### src/fpu_macros.svh
`ifndef FPU_MACROS_SVH
`define FPU_MACROS_SVH

// binary32 format
`define FP_EXP_W    8
`define FP_FRAC_W   23
`define FP_BIAS     127
`define FP_EXP_MAX  255         // all ones, inf and nan

// internal datapath
`define MANT_W      28          // carry, hidden, fraction, guard, round, sticky
`define IEXP_W      10          // signed, wide enough for underflow and overflow

`define FPU_LATENCY 4           // in_valid to out_valid
`define CANON_NAN   32'h7fc00000

`endif

### src/fp_format_pkg.sv
`include "fpu_macros.svh"

package fp_format_pkg;

    typedef logic [`FP_EXP_W+`FP_FRAC_W:0] fp32_t;     // packed binary32 word
    typedef logic signed [`IEXP_W-1:0]     iexp_t;     // unbiased exponent
    typedef logic [`MANT_W-1:0]            mant_t;     // 2 integer bits, 23 fraction, grs

    // right shift, every bit shifted out is or-ed into bit 0
    function automatic mant_t shr_sticky(input mant_t m, input iexp_t sh);
        mant_t r;
        if (sh >= iexp_t'(`MANT_W)) begin
            r = mant_t'(|m);
        end else begin
            r = m >> sh;
            r[0] = r[0] | (|(m & ((mant_t'(1) << sh) - mant_t'(1))));
        end
        return r;
    endfunction

endpackage

### src/fpu_op_pkg.sv
package fpu_op_pkg;

    // operations handled by the pipeline
    typedef enum logic [3:0] {
        OP_ADD   = 4'd0,
        OP_SUB   = 4'd1,
        OP_MIN   = 4'd2,
        OP_MAX   = 4'd3,
        OP_EQ    = 4'd4,
        OP_LT    = 4'd5,
        OP_LE    = 4'd6,
        OP_SGNJ  = 4'd7,
        OP_SGNJN = 4'd8,
        OP_SGNJX = 4'd9
    } fpu_op_t;

    // encoding follows the risc-v rm field
    typedef enum logic [2:0] {
        RM_RNE = 3'd0,
        RM_RTZ = 3'd1,
        RM_RDN = 3'd2,
        RM_RUP = 3'd3,
        RM_RMM = 3'd4
    } round_mode_t;

    typedef logic [1:0] fflags_t;   // [1] nv, [0] nx

endpackage

### src/fp_align_add.sv
`timescale 1ns/1ps
`include "fpu_macros.svh"

module fp_align_add (
    input  logic                    clk,
    input  logic                    rst,
    input  logic                    unp_valid,
    input  fpu_op_pkg::fpu_op_t     unp_op,
    input  fpu_op_pkg::round_mode_t unp_rm,
    input  logic                    a_sign,
    input  logic                    b_sign,
    input  fp_format_pkg::iexp_t    a_exp,
    input  fp_format_pkg::iexp_t    b_exp,
    input  fp_format_pkg::mant_t    a_mant,
    input  fp_format_pkg::mant_t    b_mant,
    input  logic                    a_nan,
    input  logic                    b_nan,
    input  logic                    a_inf,
    input  logic                    b_inf,
    input  logic                    a_zero,
    input  logic                    b_zero,
    input  logic                    snan,
    output logic                    valid,
    output fpu_op_pkg::round_mode_t rm_q,
    output logic                    sign,
    output fp_format_pkg::iexp_t    exp,
    output fp_format_pkg::mant_t    mant,
    output logic                    bypass,
    output fp_format_pkg::fp32_t    bypass_word,
    output logic                    nv
);
    import fp_format_pkg::*;
    import fpu_op_pkg::*;

    logic  b_eff, eff_sub, a_big, mag_eq, both_zero, any_nan, lt, eq, pick_a;
    logic  res_sign, byp, nv_d;
    iexp_t big_exp, diff;
    mant_t big_mant, small_mant, small_sh, sum;
    fp32_t a_word, b_word, word;

    // binary32 word of an unpacked operand
    function automatic fp32_t repack(input logic s, input iexp_t e, input mant_t m);
        fp32_t w;
        if (e >= iexp_t'(1 - `FP_BIAS)) begin
            w = {s, `FP_EXP_W'(e + iexp_t'(`FP_BIAS)), m[`MANT_W-3:3]};
        end else begin
            w = {s, `FP_EXP_W'(0), `FP_FRAC_W'(m[`MANT_W-2:3] >> (1 - `FP_BIAS - e))};
        end
        return w;
    endfunction

    always_comb begin
        b_eff   = b_sign ^ (unp_op == OP_SUB);
        eff_sub = a_sign ^ b_eff;
        a_big   = b_zero | (~a_zero & ((a_exp > b_exp)
                | ((a_exp == b_exp) & (a_mant >= b_mant))));
        mag_eq  = (a_exp == b_exp) & (a_mant == b_mant);

        // align the smaller magnitude, then add or subtract
        big_exp    = a_big ? a_exp : b_exp;
        big_mant   = a_big ? a_mant : b_mant;
        small_mant = a_big ? b_mant : a_mant;
        diff       = big_exp - (a_big ? b_exp : a_exp);
        small_sh   = shr_sticky(small_mant, diff);
        sum        = eff_sub ? big_mant - small_sh : big_mant + small_sh;
        sum[0]     = sum[0] | small_sh[0];
        res_sign   = a_big ? a_sign : b_eff;
        if (sum == '0) begin
            res_sign = eff_sub ? (unp_rm == RM_RDN) : a_sign;  // exact zero
        end

        // ordering for compares and min/max
        both_zero = a_zero & b_zero;
        any_nan   = a_nan | b_nan;
        eq        = both_zero | ((a_sign == b_sign) & mag_eq);
        if (a_sign != b_sign) begin
            lt = a_sign & ~both_zero;
        end else begin
            lt = a_sign ? (a_big & ~mag_eq) : ~a_big;
        end
        pick_a = lt | (eq & a_sign);                 // -0 below +0

        a_word = repack(a_sign, a_exp, a_mant);
        b_word = repack(b_sign, b_exp, b_mant);
        byp    = 1'b1;
        nv_d   = snan;
        word   = `CANON_NAN;
        case (unp_op)
            OP_ADD, OP_SUB: begin
                byp = any_nan | a_inf | b_inf;
                if (a_inf & b_inf & eff_sub) begin
                    nv_d = 1'b1;                     // inf - inf
                end else if (!any_nan) begin
                    word = {a_inf ? a_sign : b_eff, `FP_EXP_W'(`FP_EXP_MAX), `FP_FRAC_W'(0)};
                end
            end
            OP_EQ: word = fp32_t'(~any_nan & eq);
            OP_LT: begin
                word = fp32_t'(~any_nan & lt);
                nv_d = any_nan;
            end
            OP_LE: begin
                word = fp32_t'(~any_nan & (lt | eq));
                nv_d = any_nan;
            end
            OP_MIN, OP_MAX: begin
                if (a_nan & b_nan) begin
                    word = `CANON_NAN;
                end else if (a_nan | b_nan) begin
                    word = a_nan ? b_word : a_word;  // the non-nan operand
                end else begin
                    word = (pick_a ^ (unp_op == OP_MAX)) ? a_word : b_word;
                end
            end
            OP_SGNJ: begin
                word = {b_sign, a_word[`FP_EXP_W+`FP_FRAC_W-1:0]};
                nv_d = 1'b0;
            end
            OP_SGNJN: begin
                word = {~b_sign, a_word[`FP_EXP_W+`FP_FRAC_W-1:0]};
                nv_d = 1'b0;
            end
            OP_SGNJX: begin
                word = {a_sign ^ b_sign, a_word[`FP_EXP_W+`FP_FRAC_W-1:0]};
                nv_d = 1'b0;
            end
            default: ;
        endcase
    end

    always_ff @(posedge clk) begin
        if (rst) begin
            valid <= 1'b0;
        end else begin
            valid <= unp_valid;
        end
    end

    always_ff @(posedge clk) begin
        rm_q        <= unp_rm;
        sign        <= res_sign;
        exp         <= big_exp;
        mant        <= sum;
        bypass      <= byp;
        bypass_word <= word;
        nv          <= nv_d;
    end

endmodule

### src/fp_normalize.sv
`timescale 1ns/1ps
`include "fpu_macros.svh"

module fp_normalize (
    input  logic                    clk,
    input  logic                    rst,
    input  logic                    add_valid,
    input  fpu_op_pkg::round_mode_t add_rm,
    input  logic                    add_sign,
    input  fp_format_pkg::iexp_t    add_exp,
    input  fp_format_pkg::mant_t    add_mant,
    input  logic                    add_bypass,
    input  fp_format_pkg::fp32_t    add_word,
    input  logic                    add_nv,
    output logic                    valid,
    output fpu_op_pkg::round_mode_t rm_q,
    output logic                    sign,
    output fp_format_pkg::iexp_t    exp,
    output fp_format_pkg::mant_t    mant,
    output logic                    bypass,
    output fp_format_pkg::fp32_t    bypass_word,
    output logic                    nv
);
    import fp_format_pkg::*;

    int    lead;        // position of the leading one
    iexp_t n_exp;
    mant_t n_mant;

    always_comb begin
        lead = 0;
        for (int i = 0; i < `MANT_W; i++) begin
            if (add_mant[i]) lead = i;
        end
        if (add_mant == '0) begin
            n_mant = '0;
            n_exp  = -iexp_t'(`FP_BIAS);                    // packs as a zero
        end else if (add_mant[`MANT_W-1]) begin
            n_mant = shr_sticky(add_mant, iexp_t'(1));      // carry out of the add
            n_exp  = add_exp + iexp_t'(1);
        end else begin
            // cancellation, hidden bit goes back to MANT_W-2
            n_mant = add_mant << (`MANT_W - 2 - lead);
            n_exp  = add_exp - iexp_t'(`MANT_W - 2 - lead);
        end
    end

    always_ff @(posedge clk) begin
        if (rst) begin
            valid <= 1'b0;
        end else begin
            valid <= add_valid;
        end
    end

    always_ff @(posedge clk) begin
        rm_q        <= add_rm;
        sign        <= add_sign;
        exp         <= n_exp;
        mant        <= n_mant;
        bypass      <= add_bypass;
        bypass_word <= add_word;
        nv          <= add_nv;
    end

endmodule

### src/fp_round_pack.sv
`timescale 1ns/1ps
`include "fpu_macros.svh"

module fp_round_pack (
    input  logic                    clk,
    input  logic                    rst,
    input  logic                    norm_valid,
    input  fpu_op_pkg::round_mode_t norm_rm,
    input  logic                    norm_sign,
    input  fp_format_pkg::iexp_t    norm_exp,
    input  fp_format_pkg::mant_t    norm_mant,
    input  logic                    norm_bypass,
    input  fp_format_pkg::fp32_t    norm_word,
    input  logic                    norm_nv,
    output logic                    out_valid,
    output fp_format_pkg::fp32_t    result,
    output fpu_op_pkg::fflags_t     flags
);
    import fp_format_pkg::*;
    import fpu_op_pkg::*;

    iexp_t                 e;
    mant_t                 m;
    logic [`FP_FRAC_W+1:0] rnd;         // carry, hidden, fraction
    logic [`FP_EXP_W-1:0]  bexp;
    logic                  inexact, inc, ovf, to_inf;
    fp32_t                 word;

    always_comb begin
        e = norm_exp;
        m = norm_mant;
        if (norm_exp < iexp_t'(1 - `FP_BIAS)) begin
            m = shr_sticky(norm_mant, iexp_t'(1 - `FP_BIAS) - norm_exp);  // subnormal
            e = iexp_t'(1 - `FP_BIAS);
        end
        inexact = |m[2:0];
        case (norm_rm)
            RM_RNE:  inc = m[2] & (|m[1:0] | m[3]);
            RM_RDN:  inc = norm_sign & inexact;
            RM_RUP:  inc = ~norm_sign & inexact;
            RM_RMM:  inc = m[2];
            default: inc = 1'b0;                        // rtz
        endcase
        rnd = {1'b0, m[`MANT_W-2:3]} + (`FP_FRAC_W+2)'(inc);
        if (rnd[`FP_FRAC_W+1]) begin
            rnd = rnd >> 1;                             // rounded up to next binade
            e   = e + iexp_t'(1);
        end
        // a subnormal that rounds up into the hidden bit becomes normal here
        bexp = rnd[`FP_FRAC_W] ? `FP_EXP_W'(e + iexp_t'(`FP_BIAS)) : '0;
        ovf  = e > iexp_t'(`FP_BIAS);
        case (norm_rm)
            RM_RTZ:  to_inf = 1'b0;
            RM_RDN:  to_inf = norm_sign;
            RM_RUP:  to_inf = ~norm_sign;
            default: to_inf = 1'b1;
        endcase
        word = {norm_sign, bexp, rnd[`FP_FRAC_W-1:0]};
        if (ovf && to_inf) begin
            word = {norm_sign, `FP_EXP_W'(`FP_EXP_MAX), `FP_FRAC_W'(0)};
        end else if (ovf) begin
            word = {norm_sign, `FP_EXP_W'(`FP_EXP_MAX - 1), {`FP_FRAC_W{1'b1}}};  // max finite
        end
    end

    always_ff @(posedge clk) begin
        if (rst) begin
            out_valid <= 1'b0;
        end else begin
            out_valid <= norm_valid;
        end
    end

    always_ff @(posedge clk) begin
        result <= norm_bypass ? norm_word : word;
        flags  <= {norm_nv, ~norm_bypass & (inexact | ovf)};
    end

endmodule

### src/fp_unpack.sv
`timescale 1ns/1ps
`include "fpu_macros.svh"

module fp_unpack (
    input  logic                    clk,
    input  logic                    rst,
    input  logic                    in_valid,
    input  fpu_op_pkg::fpu_op_t     op,
    input  fpu_op_pkg::round_mode_t rm,
    input  fp_format_pkg::fp32_t    a,
    input  fp_format_pkg::fp32_t    b,
    output logic                    valid,
    output fpu_op_pkg::fpu_op_t     op_q,
    output fpu_op_pkg::round_mode_t rm_q,
    output logic                    a_sign,
    output logic                    b_sign,
    output fp_format_pkg::iexp_t    a_exp,
    output fp_format_pkg::iexp_t    b_exp,
    output fp_format_pkg::mant_t    a_mant,
    output fp_format_pkg::mant_t    b_mant,
    output logic                    a_nan,
    output logic                    b_nan,
    output logic                    a_inf,
    output logic                    b_inf,
    output logic                    a_zero,
    output logic                    b_zero,
    output logic                    snan
);
    import fp_format_pkg::*;

    iexp_t a_e, b_e;
    mant_t a_m, b_m;
    logic  a_top, b_top;    // exponent all ones
    logic  a_fz, b_fz;      // fraction zero

    // exponent and mantissa of one operand, subnormals brought to hidden position
    function automatic void split(input fp32_t w, output iexp_t e, output mant_t m);
        logic [`FP_EXP_W-1:0]  be;
        logic [`FP_FRAC_W-1:0] fr;
        int                    lead;
        be   = w[`FP_FRAC_W +: `FP_EXP_W];
        fr   = w[`FP_FRAC_W-1:0];
        lead = 0;
        for (int i = 0; i < `FP_FRAC_W; i++) begin
            if (fr[i]) lead = i;
        end
        m = {2'b01, fr, 3'b000};
        e = iexp_t'(be) - iexp_t'(`FP_BIAS);
        if (be == '0) begin
            if (fr == '0) begin
                m = '0;
                e = -iexp_t'(`FP_BIAS);   // repacks to a zero exponent field
            end else begin
                m = mant_t'({fr, 3'b000}) << (`FP_FRAC_W - lead);
                e = iexp_t'(1 - `FP_BIAS - `FP_FRAC_W + lead);
            end
        end
    endfunction

    always_comb begin
        split(a, a_e, a_m);
        split(b, b_e, b_m);
    end

    assign a_top = a[`FP_FRAC_W +: `FP_EXP_W] == `FP_EXP_W'(`FP_EXP_MAX);
    assign b_top = b[`FP_FRAC_W +: `FP_EXP_W] == `FP_EXP_W'(`FP_EXP_MAX);
    assign a_fz  = a[`FP_FRAC_W-1:0] == '0;
    assign b_fz  = b[`FP_FRAC_W-1:0] == '0;

    always_ff @(posedge clk) begin
        if (rst) begin
            valid <= 1'b0;
        end else begin
            valid <= in_valid;
        end
    end

    always_ff @(posedge clk) begin
        op_q   <= op;
        rm_q   <= rm;
        a_sign <= a[`FP_EXP_W+`FP_FRAC_W];
        b_sign <= b[`FP_EXP_W+`FP_FRAC_W];
        a_exp  <= a_e;
        b_exp  <= b_e;
        a_mant <= a_m;
        b_mant <= b_m;
        a_nan  <= a_top & ~a_fz;
        b_nan  <= b_top & ~b_fz;
        a_inf  <= a_top & a_fz;
        b_inf  <= b_top & b_fz;
        a_zero <= a[`FP_EXP_W+`FP_FRAC_W-1:0] == '0;
        b_zero <= b[`FP_EXP_W+`FP_FRAC_W-1:0] == '0;
        snan   <= (a_top & ~a_fz & ~a[`FP_FRAC_W-1])       // quiet bit clear
                | (b_top & ~b_fz & ~b[`FP_FRAC_W-1]);
    end

endmodule

### src/fpu_pipe.sv
`timescale 1ns/1ps

module fpu_pipe (
    input  logic                    clk,
    input  logic                    rst,
    input  logic                    in_valid,
    input  fpu_op_pkg::fpu_op_t     op,
    input  fpu_op_pkg::round_mode_t rm,
    input  fp_format_pkg::fp32_t    a,
    input  fp_format_pkg::fp32_t    b,
    output logic                    out_valid,
    output fp_format_pkg::fp32_t    result,
    output fpu_op_pkg::fflags_t     flags
);
    import fp_format_pkg::*;
    import fpu_op_pkg::*;

    // unpack to align-add
    logic        unp_valid;
    fpu_op_t     unp_op;
    round_mode_t unp_rm;
    logic        a_sign, b_sign, a_nan, b_nan, a_inf, b_inf, a_zero, b_zero, snan;
    iexp_t       a_exp, b_exp;
    mant_t       a_mant, b_mant;

    // align-add to normalize
    logic        add_valid, add_sign, add_bypass, add_nv;
    round_mode_t add_rm;
    iexp_t       add_exp;
    mant_t       add_mant;
    fp32_t       add_word;

    // normalize to round-pack
    logic        norm_valid, norm_sign, norm_bypass, norm_nv;
    round_mode_t norm_rm;
    iexp_t       norm_exp;
    mant_t       norm_mant;
    fp32_t       norm_word;

    fp_unpack u_unpack (
        .clk(clk), .rst(rst), .in_valid(in_valid), .op(op), .rm(rm), .a(a), .b(b),
        .valid(unp_valid), .op_q(unp_op), .rm_q(unp_rm),
        .a_sign(a_sign), .b_sign(b_sign), .a_exp(a_exp), .b_exp(b_exp),
        .a_mant(a_mant), .b_mant(b_mant), .a_nan(a_nan), .b_nan(b_nan),
        .a_inf(a_inf), .b_inf(b_inf), .a_zero(a_zero), .b_zero(b_zero), .snan(snan)
    );

    fp_align_add u_align_add (
        .clk(clk), .rst(rst), .unp_valid(unp_valid), .unp_op(unp_op), .unp_rm(unp_rm),
        .a_sign(a_sign), .b_sign(b_sign), .a_exp(a_exp), .b_exp(b_exp),
        .a_mant(a_mant), .b_mant(b_mant), .a_nan(a_nan), .b_nan(b_nan),
        .a_inf(a_inf), .b_inf(b_inf), .a_zero(a_zero), .b_zero(b_zero), .snan(snan),
        .valid(add_valid), .rm_q(add_rm), .sign(add_sign), .exp(add_exp), .mant(add_mant),
        .bypass(add_bypass), .bypass_word(add_word), .nv(add_nv)
    );

    fp_normalize u_normalize (
        .clk(clk), .rst(rst), .add_valid(add_valid), .add_rm(add_rm),
        .add_sign(add_sign), .add_exp(add_exp), .add_mant(add_mant),
        .add_bypass(add_bypass), .add_word(add_word), .add_nv(add_nv),
        .valid(norm_valid), .rm_q(norm_rm), .sign(norm_sign), .exp(norm_exp),
        .mant(norm_mant), .bypass(norm_bypass), .bypass_word(norm_word), .nv(norm_nv)
    );

    fp_round_pack u_round_pack (
        .clk(clk), .rst(rst), .norm_valid(norm_valid), .norm_rm(norm_rm),
        .norm_sign(norm_sign), .norm_exp(norm_exp), .norm_mant(norm_mant),
        .norm_bypass(norm_bypass), .norm_word(norm_word), .norm_nv(norm_nv),
        .out_valid(out_valid), .result(result), .flags(flags)
    );

endmodule

### config.mk
export PLATFORM = sky130hd
export DESIGN_NAME = fpu_pipe
export DESIGN_NICKNAME = d
export VERILOG_FILES = /design/src/fp_format_pkg.sv /design/src/fpu_op_pkg.sv /design/src/fp_align_add.sv /design/src/fp_normalize.sv /design/src/fp_round_pack.sv /design/src/fp_unpack.sv /design/src/fpu_pipe.sv
export VERILOG_INCLUDE_DIRS = /design/src
export SDC_FILE = /design/constraint.sdc
export NUM_CORES = 2
export LEC_CHECK = 0
export BUFFER_PORTS_ARGS = -buffer_cell sky130_fd_sc_hd__clkbuf_2
export CORE_ASPECT_RATIO = 1.5
export CORE_MARGIN = 2
export CORE_UTILIZATION = 57
export CTS_CLUSTER_DIAMETER = 60
export CTS_CLUSTER_SIZE = 24
export DETAILED_ROUTE_END_ITERATION = 8
export HOLD_SLACK_MARGIN = 0.02
export PLACE_DENSITY = 0.75
export SKIP_LAST_GASP = 1
export SYNTH_ARGS = -nofsm -noshare
export SYNTH_HDL_FRONTEND = slang
export SYNTH_SLANG_ARGS = --single-unit
### constraint.sdc
create_clock -name clk -period 10.5 [get_ports clk]
set_input_delay 0.525 -clock clk [delete_from_list [all_inputs] [get_ports clk]]
set_output_delay 0.525 -clock clk [all_outputs]
set_load 0.005 [all_outputs]
# Word-level counts from Yosys, hierarchy flattened
# Index checks and enable logic that the tools add are counted.
dict set report word_totals {
  reg_bits 282
  inputBits 74
  out_inout_bits 35
  elab_cells 297
}
dict set report op_classes {
  addsub 22
  order_cmp 8
  eq_ne 20
  shifts 9
  mux 115
  bitwise_logic 59
  n_reduce_logical 24
}
# operator count
set op_table {}
lappend op_table {{$mux W32} 33}
lappend op_table {{$pmux W32 S8} 1}
lappend op_table {{$mux W27} 5}
lappend op_table {{$mux W31} 4}
lappend op_table {{$mux W28} 4}
lappend op_table {{$reduce_or A28 Y1} 4}
lappend op_table {{$mux W10} 9}
lappend op_table {{$mux W5} 14}
lappend op_table {{$and A32 B1 Y32} 2}
lappend op_table {{$mux W4} 16}
lappend op_table {{$shl A26 B32 Y28} 2}
lappend op_table {{$shr A24 B32 Y23} 2}
lappend op_table {{$logic_not A31 Y1} 2}
lappend op_table {{$and A28 B28 Y28} 2}
lappend op_table {{$logic_not A28 Y1} 2}
lappend op_table {{$shl A1 B10 Y28 const A} 2}
lappend op_table {{$sub A28 B1 Y28 const B} 2}
lappend op_table {{$mux W26} 2}
lappend op_table {{$logic_not A23 Y1} 2}
lappend op_table {{$and A32 B32 Y32} 1}
lappend op_table {{$not A1 Y32} 1}
lappend op_table {{$shl A28 B32 Y28} 1}
lappend op_table {{$sub A6 B32 Y32 const A} 1}
lappend op_table {{$add A28 B28 Y28} 1}
lappend op_table {{47 further kinds} 142}

# Logic depth before layout (Yosys ltp)
dict set report logic_depth {
  word_depth 30
  ltp_mapped 45
  depth_no_buf 39
}

# Modules after synthesis
# Synthesis repeated with hierarchy kept, for this count alone.
dict set report unflattened {
  hier_cells 3907
  hier_area_um2 29515.8
}
# module instances cells_per_inst area_per_inst_um2 seq_area_each_um2
set by_module_without_submodules {}
lappend by_module_without_submodules {fp_align_add 1 1895 13364.1 1541.5}
lappend by_module_without_submodules {fp_unpack 1 778 6068.3 1701.6}
lappend by_module_without_submodules {fp_round_pack 1 743 5584.1 700.7}
lappend by_module_without_submodules {fp_normalize 1 491 4499.3 1541.5}

# Worst setup path before layout
# No wires, ideal clock.
dict set report synth_path {
  kind {flip-flop to flip-flop}
  from {register u_unpack.b_exp[2]}
  to {register u_align_add.sign}
  setup_ns 0.079
  arrival_time_ns 8.526
  required_ns 10.421
  slack_ns 1.895
  stages_incl_launch_ff 43
  n_path_buf 6
  period_less_slack_ns 8.605
  path_cell_list {dfxtp_1 clkbuf_1 inv_1 clkbuf_1 ha_1 buf_4 and4_4 nand4_2 nor3_2 o2111a_2 a21o_1 buf_6 a31oi_2 ha_1 a221oi_4 o221ai_1 xnor2_1 a211o_1 [7 not listed] clkbuf_1 a31oi_1 xor2_1 ha_1 o21a_1 o211ai_1 nor2_1 a21boi_1 o21bai_1 a21boi_2 a2111oi_0 nor3_1 a311o_1 xor2_1 a21o_1 nor4_2 a32oi_1 a211oi_2}
}
dict set report synth_via {
  elab_cells_between_ends 27
  cone_classes {add/sub: 4; order compare: 2; eq/ne: 1; shift: 2; mux: 8; bitwise: 7; reduce/logical: 3}
}
# element line
set synth_rtl {}
lappend synth_rtl {{start, declared} fp_unpack.sv:18} ;# output fp_format_pkg::iexp_t b_exp,
lappend synth_rtl {{start signal, assigned} fp_unpack.sv:84} ;# b_exp <= b_e;
lappend synth_rtl {{branches (longest 12 deep; another with $sub A28 B1 Y28)} n/a}
lappend synth_rtl {{$mux W28 *} fp_format_pkg.sv:12} ;# if (sh >= iexp_t'(`MANT_W)) begin
lappend synth_rtl {{via u_align_add.small_sh[0]} fp_align_add.sv:38} ;# mant_t big_mant, small_mant, small_sh, sum;
lappend synth_rtl {{$add A28 B28 Y28 / $sub A28 B28 Y28 (equally long branches)} fp_align_add.sv:65} ;# sum = eff_sub ? big_mant - small_sh : big_mant + small_sh;
lappend synth_rtl {{$mux W28 *} fp_align_add.sv:65}
lappend synth_rtl {{via u_align_add.sum[26]} fp_align_add.sv:38}
lappend synth_rtl {{$logic_not A28 Y1 *} fp_align_add.sv:68} ;# if (sum == '0) begin
lappend synth_rtl {{$mux W1 *} fp_align_add.sv:68}
lappend synth_rtl {{via u_align_add.res_sign} fp_align_add.sv:36} ;# logic res_sign, byp, nv_d;
lappend synth_rtl {{end signal, assigned} fp_align_add.sv:141} ;# sign <= res_sign;
lappend synth_rtl {{end, declared} fp_align_add.sv:25} ;# output logic sign,
# Mark *: on every way through the listed nets, which the timed path passes.
# A chain may end at the register's enable or synchronous reset.

# Worst setup path after layout
dict set report layout_path {
  from {register u_unpack.b_exp[4]}
  to {register u_align_add.sign}
}
# The elaborated chain is that of the path after synthesis.

==> summary.txt <==
status -> complete, but fails checks
failing checks -> max-capacitance violations, max-slew violations
CTS Sinks -> 273
final setup vio count -> 0
H-Tree Depth -> 1
Max Fclk -> 100 MHz
total length of routed wires -> 118000 microns
clock slew at reported path FFs -> 0.09 ns
crit-path max cell delay -> 0.85 ns
CP Launch Type -> register
overall routing resource usage -> 49.1%
Ports -> 109
Mapped Nets -> 3662
Worst-Margin Slew -> 1.56 ns
fin crit period -> 9.98 ns
First DRT Iteration DRCs -> 4779
count of different cell masters after synthesis -> 111
final hold violations -> 0
setup bufs post-CTS -> 0
area leader, netlist -> dfxtp_1
clk_lat worst skew -> 0.59 ns
FF+latch count, synth -> 273
Die W -> 179 microns
row count -> 96
Pleak -> 0.0114 uW
CTS tree -> built
CTS Buf Count -> 23
CTS root buffer -> clkbuf_16
hold_sp -> a[31]
Pre-Repair DR Iteration Count -> 9
DRT antenna net count -> 0
synth top area cells -> dfxtp_1 21%, mux4_2 6.8%, nand2_1 6.7%, mux2i_1 6.5%, a21oi_1 5.3%
Post-synth ARST share -> 0%
worst r2r dst -> u_align_add.sign
hold crit path type -> input port to register
share of post-route cells with drive strength above 1 -> 12.4%
total gr overflow -> 0
endpoint type of the worst setup path -> register
worst r2r src -> u_unpack.b_exp[4]
skew final -> 0.0168 ns
Final #Nets -> 3668
Netlist Area Pre-Place -> 0.0261 sq mm
Max Slew Vio Count -> 3
Max-slew headroom -> -5.04%
Post-synth EDFFs -> 0
routed vias -> 29891
worst-path fanout max -> 22
Arr. time, crit path -> 10.48 ns
Avg Inst Size Synth -> 7.49 sq um
clock buffer depth -> 3
hold worst-path end -> u_unpack.a_sign
most instantiated cells after synthesis -> 468 x nand2_1, 311 x nor2_1, 276 x a21oi_1, 273 x dfxtp_1, 256 x o21ai_0
final core occ -> 61.9%
Final GP Congestion -> 1.14
worst setup path class -> register to register
die area -> 0.0476 sq mm
drt wl/cell -> 28.7 microns
worst vdd ir -> 0.192 mV
Gate Count Post-Synth -> 3489
Residual DRC -> 0
Worst R2R Path Depth -> 35
first-pass GRT wire length -> 177000 microns
max_cap viols -> 1
Starting Density -> 57.4%
Die Height -> 266 microns
final period utilization -> 95.0%
hold slack -> 0.0475 ns
Post-DP HPWL -> 87500 microns
core area -> 0.0455 sq mm
predominant post-synthesis flop cell -> dfxtp_1
area growth from synthesis to layout -> 7.87%
pwr/cell area -> 261 mW/mm^2
TNS Setup -> 0 ns
Yosys top cell area share -> 20.9%
vias in the first global route -> 28774
flop2flop setup slack -> 0.52 ns
I/O Buffers -> 108
Worst path slowest cell -> mux2i_1
sequential fraction of the synthesis area -> 20.9%
RSZ-0062 raised after global routing -> false
Synthesis Warnings -> 0
number of vias per cell -> 7.28
largest net degree at the start of global routing -> 63
most frequent cell after synthesis -> nand2_1
initial antenna violation count -> 10
Critical Path RT -> 11.00 ns
depth of the worst hold-timing path -> 1
[area by class of cell]
type	count	area (sq um)
multi-input combinational	2858	19300
fill	4144	17400
sequential	273	5470
timing repair buffer	210	1310
tap	588	736
clock buffer	25	593
inverter	129	488
clock inverter	15	254
antenna	6	15.0
[layout by cell type, fill, tap and decap left out, drive strengths merged, types with 21 or more instances in the layout]
cell	n
mux2	21
a31oi	53
a21o	30
o21bai	29
o211ai	35
a22o	42
nand4	36
nand3	77
o22ai	58
and2	28
nand2b	22
buf	102
ha	98
mux2i	169
nor2b	23
dfxtp	273
nor4	47
or3	21
inv	135
a22oi	55
nor2	311
a211oi	42
xor2	61
and3	37
nand2	469
xnor2	96
o21ai	263
mux4	81
clkbuf	133
a21oi	280
nor3	122
[how the worst max path moves through the flow]
stage / slack, ns / startpoint / end / cells past startpoint
3_5_place_dp: 0.78 / u_unpack.a_exp[2] / u_align_add.sign / 35
3_3_place_gp: 1.05 / u_unpack.a_exp[2] / u_align_add.sign / 35
2_1_floorplan: 1.89 / u_unpack.b_exp[2] / u_align_add.sign / 42
4_1_cts: 0.75 / u_unpack.a_exp[2] / u_align_add.sign / 35
6_report: 0.52 / u_unpack.b_exp[4] / u_align_add.sign / 35
5_1_grt: 0.02 / u_normalize.exp[2] / u_round_pack.result[5] / 31
[metrics by stage]
| step | total power, uW | setup WS, ns | cells | cell area [sq um] |
|---|---|---|---|---|
| finish | 7370 | 0.520 | 4104 | 28200 |
| global route | 7730 | 0.0239 | 4099 | 28200 |
| CTS | 7090 | 0.749 | 4098 | 28100 |
| detailed placement | 6130 | 0.777 | 4058 | 27300 |
| global placement | 6050 | 1.05 | 4058 | 27300 |
| floorplan | 4790 | 1.89 | 3489 | 26100 |
[routing by layer]
| layer | GRT usage (%) | share of wire, % | vias to the layer above |
|---|---|---|---|
| met2 | 79.8 | 46 | 2331 |
| met4 | 45.6 | 12 | 10 |
| met3 | 16.9 | 11 | 908 |
| li1 | - | - | 12900 |
| met1 | 48.5 | 31 | 13742 |
| met5 | 0 | 0.064 | - |
[cell families after synthesis]
logic type | count (synthesis) | share of synthesized area, %
AND/OR/NAND/NOR | 1250 | 22.3
multiplexers | 271 | 14.4
adder cells (fa/ha/maj) | 99 | 4.77
buffers and inverters | 358 | 5.37
flip-flops | 273 | 20.9
AO/OA/AOI/OAI | 1081 | 26.9
XOR/XNOR | 157 | 5.37
[power by group]
group          switching [uW]  total, uW  internal (uW)
registers                 424       1660           1230
clock network             501        960            459
logic                    2970       4750           1780
[critical path, delay by kind of cell (launching register included)]
kind / cells / cell delay, ns
AO/OA/AOI/OAI: 15 / 3.25
AND/OR/NAND/NOR: 8 / 1.63
adder cells (fa/ha/maj): 3 / 1.37
XOR/XNOR: 1 / 0.16
flip-flops: 1 / 0.47
multiplexers: 4 / 1.91
buffers and inverters: 4 / 1.09
[repair_timing]
item                                    CTS  global route
gates resized for setup                   0             4
hold buffers                              0             0
endpoints found under the setup margin    0            15
[sequential cells by signal (all words and copies together), names as in the netlist, 10 cells and up]
name / flops
u_normalize.mant: 28
u_normalize.exp: 10
u_unpack.a_mant: 25
u_normalize.bypass_word: 32
u_round_pack.result: 32
u_align_add.mant: 28
u_align_add.bypass_word: 32
u_unpack.b_mant: 25
Power figures use the tool's default switching activity.
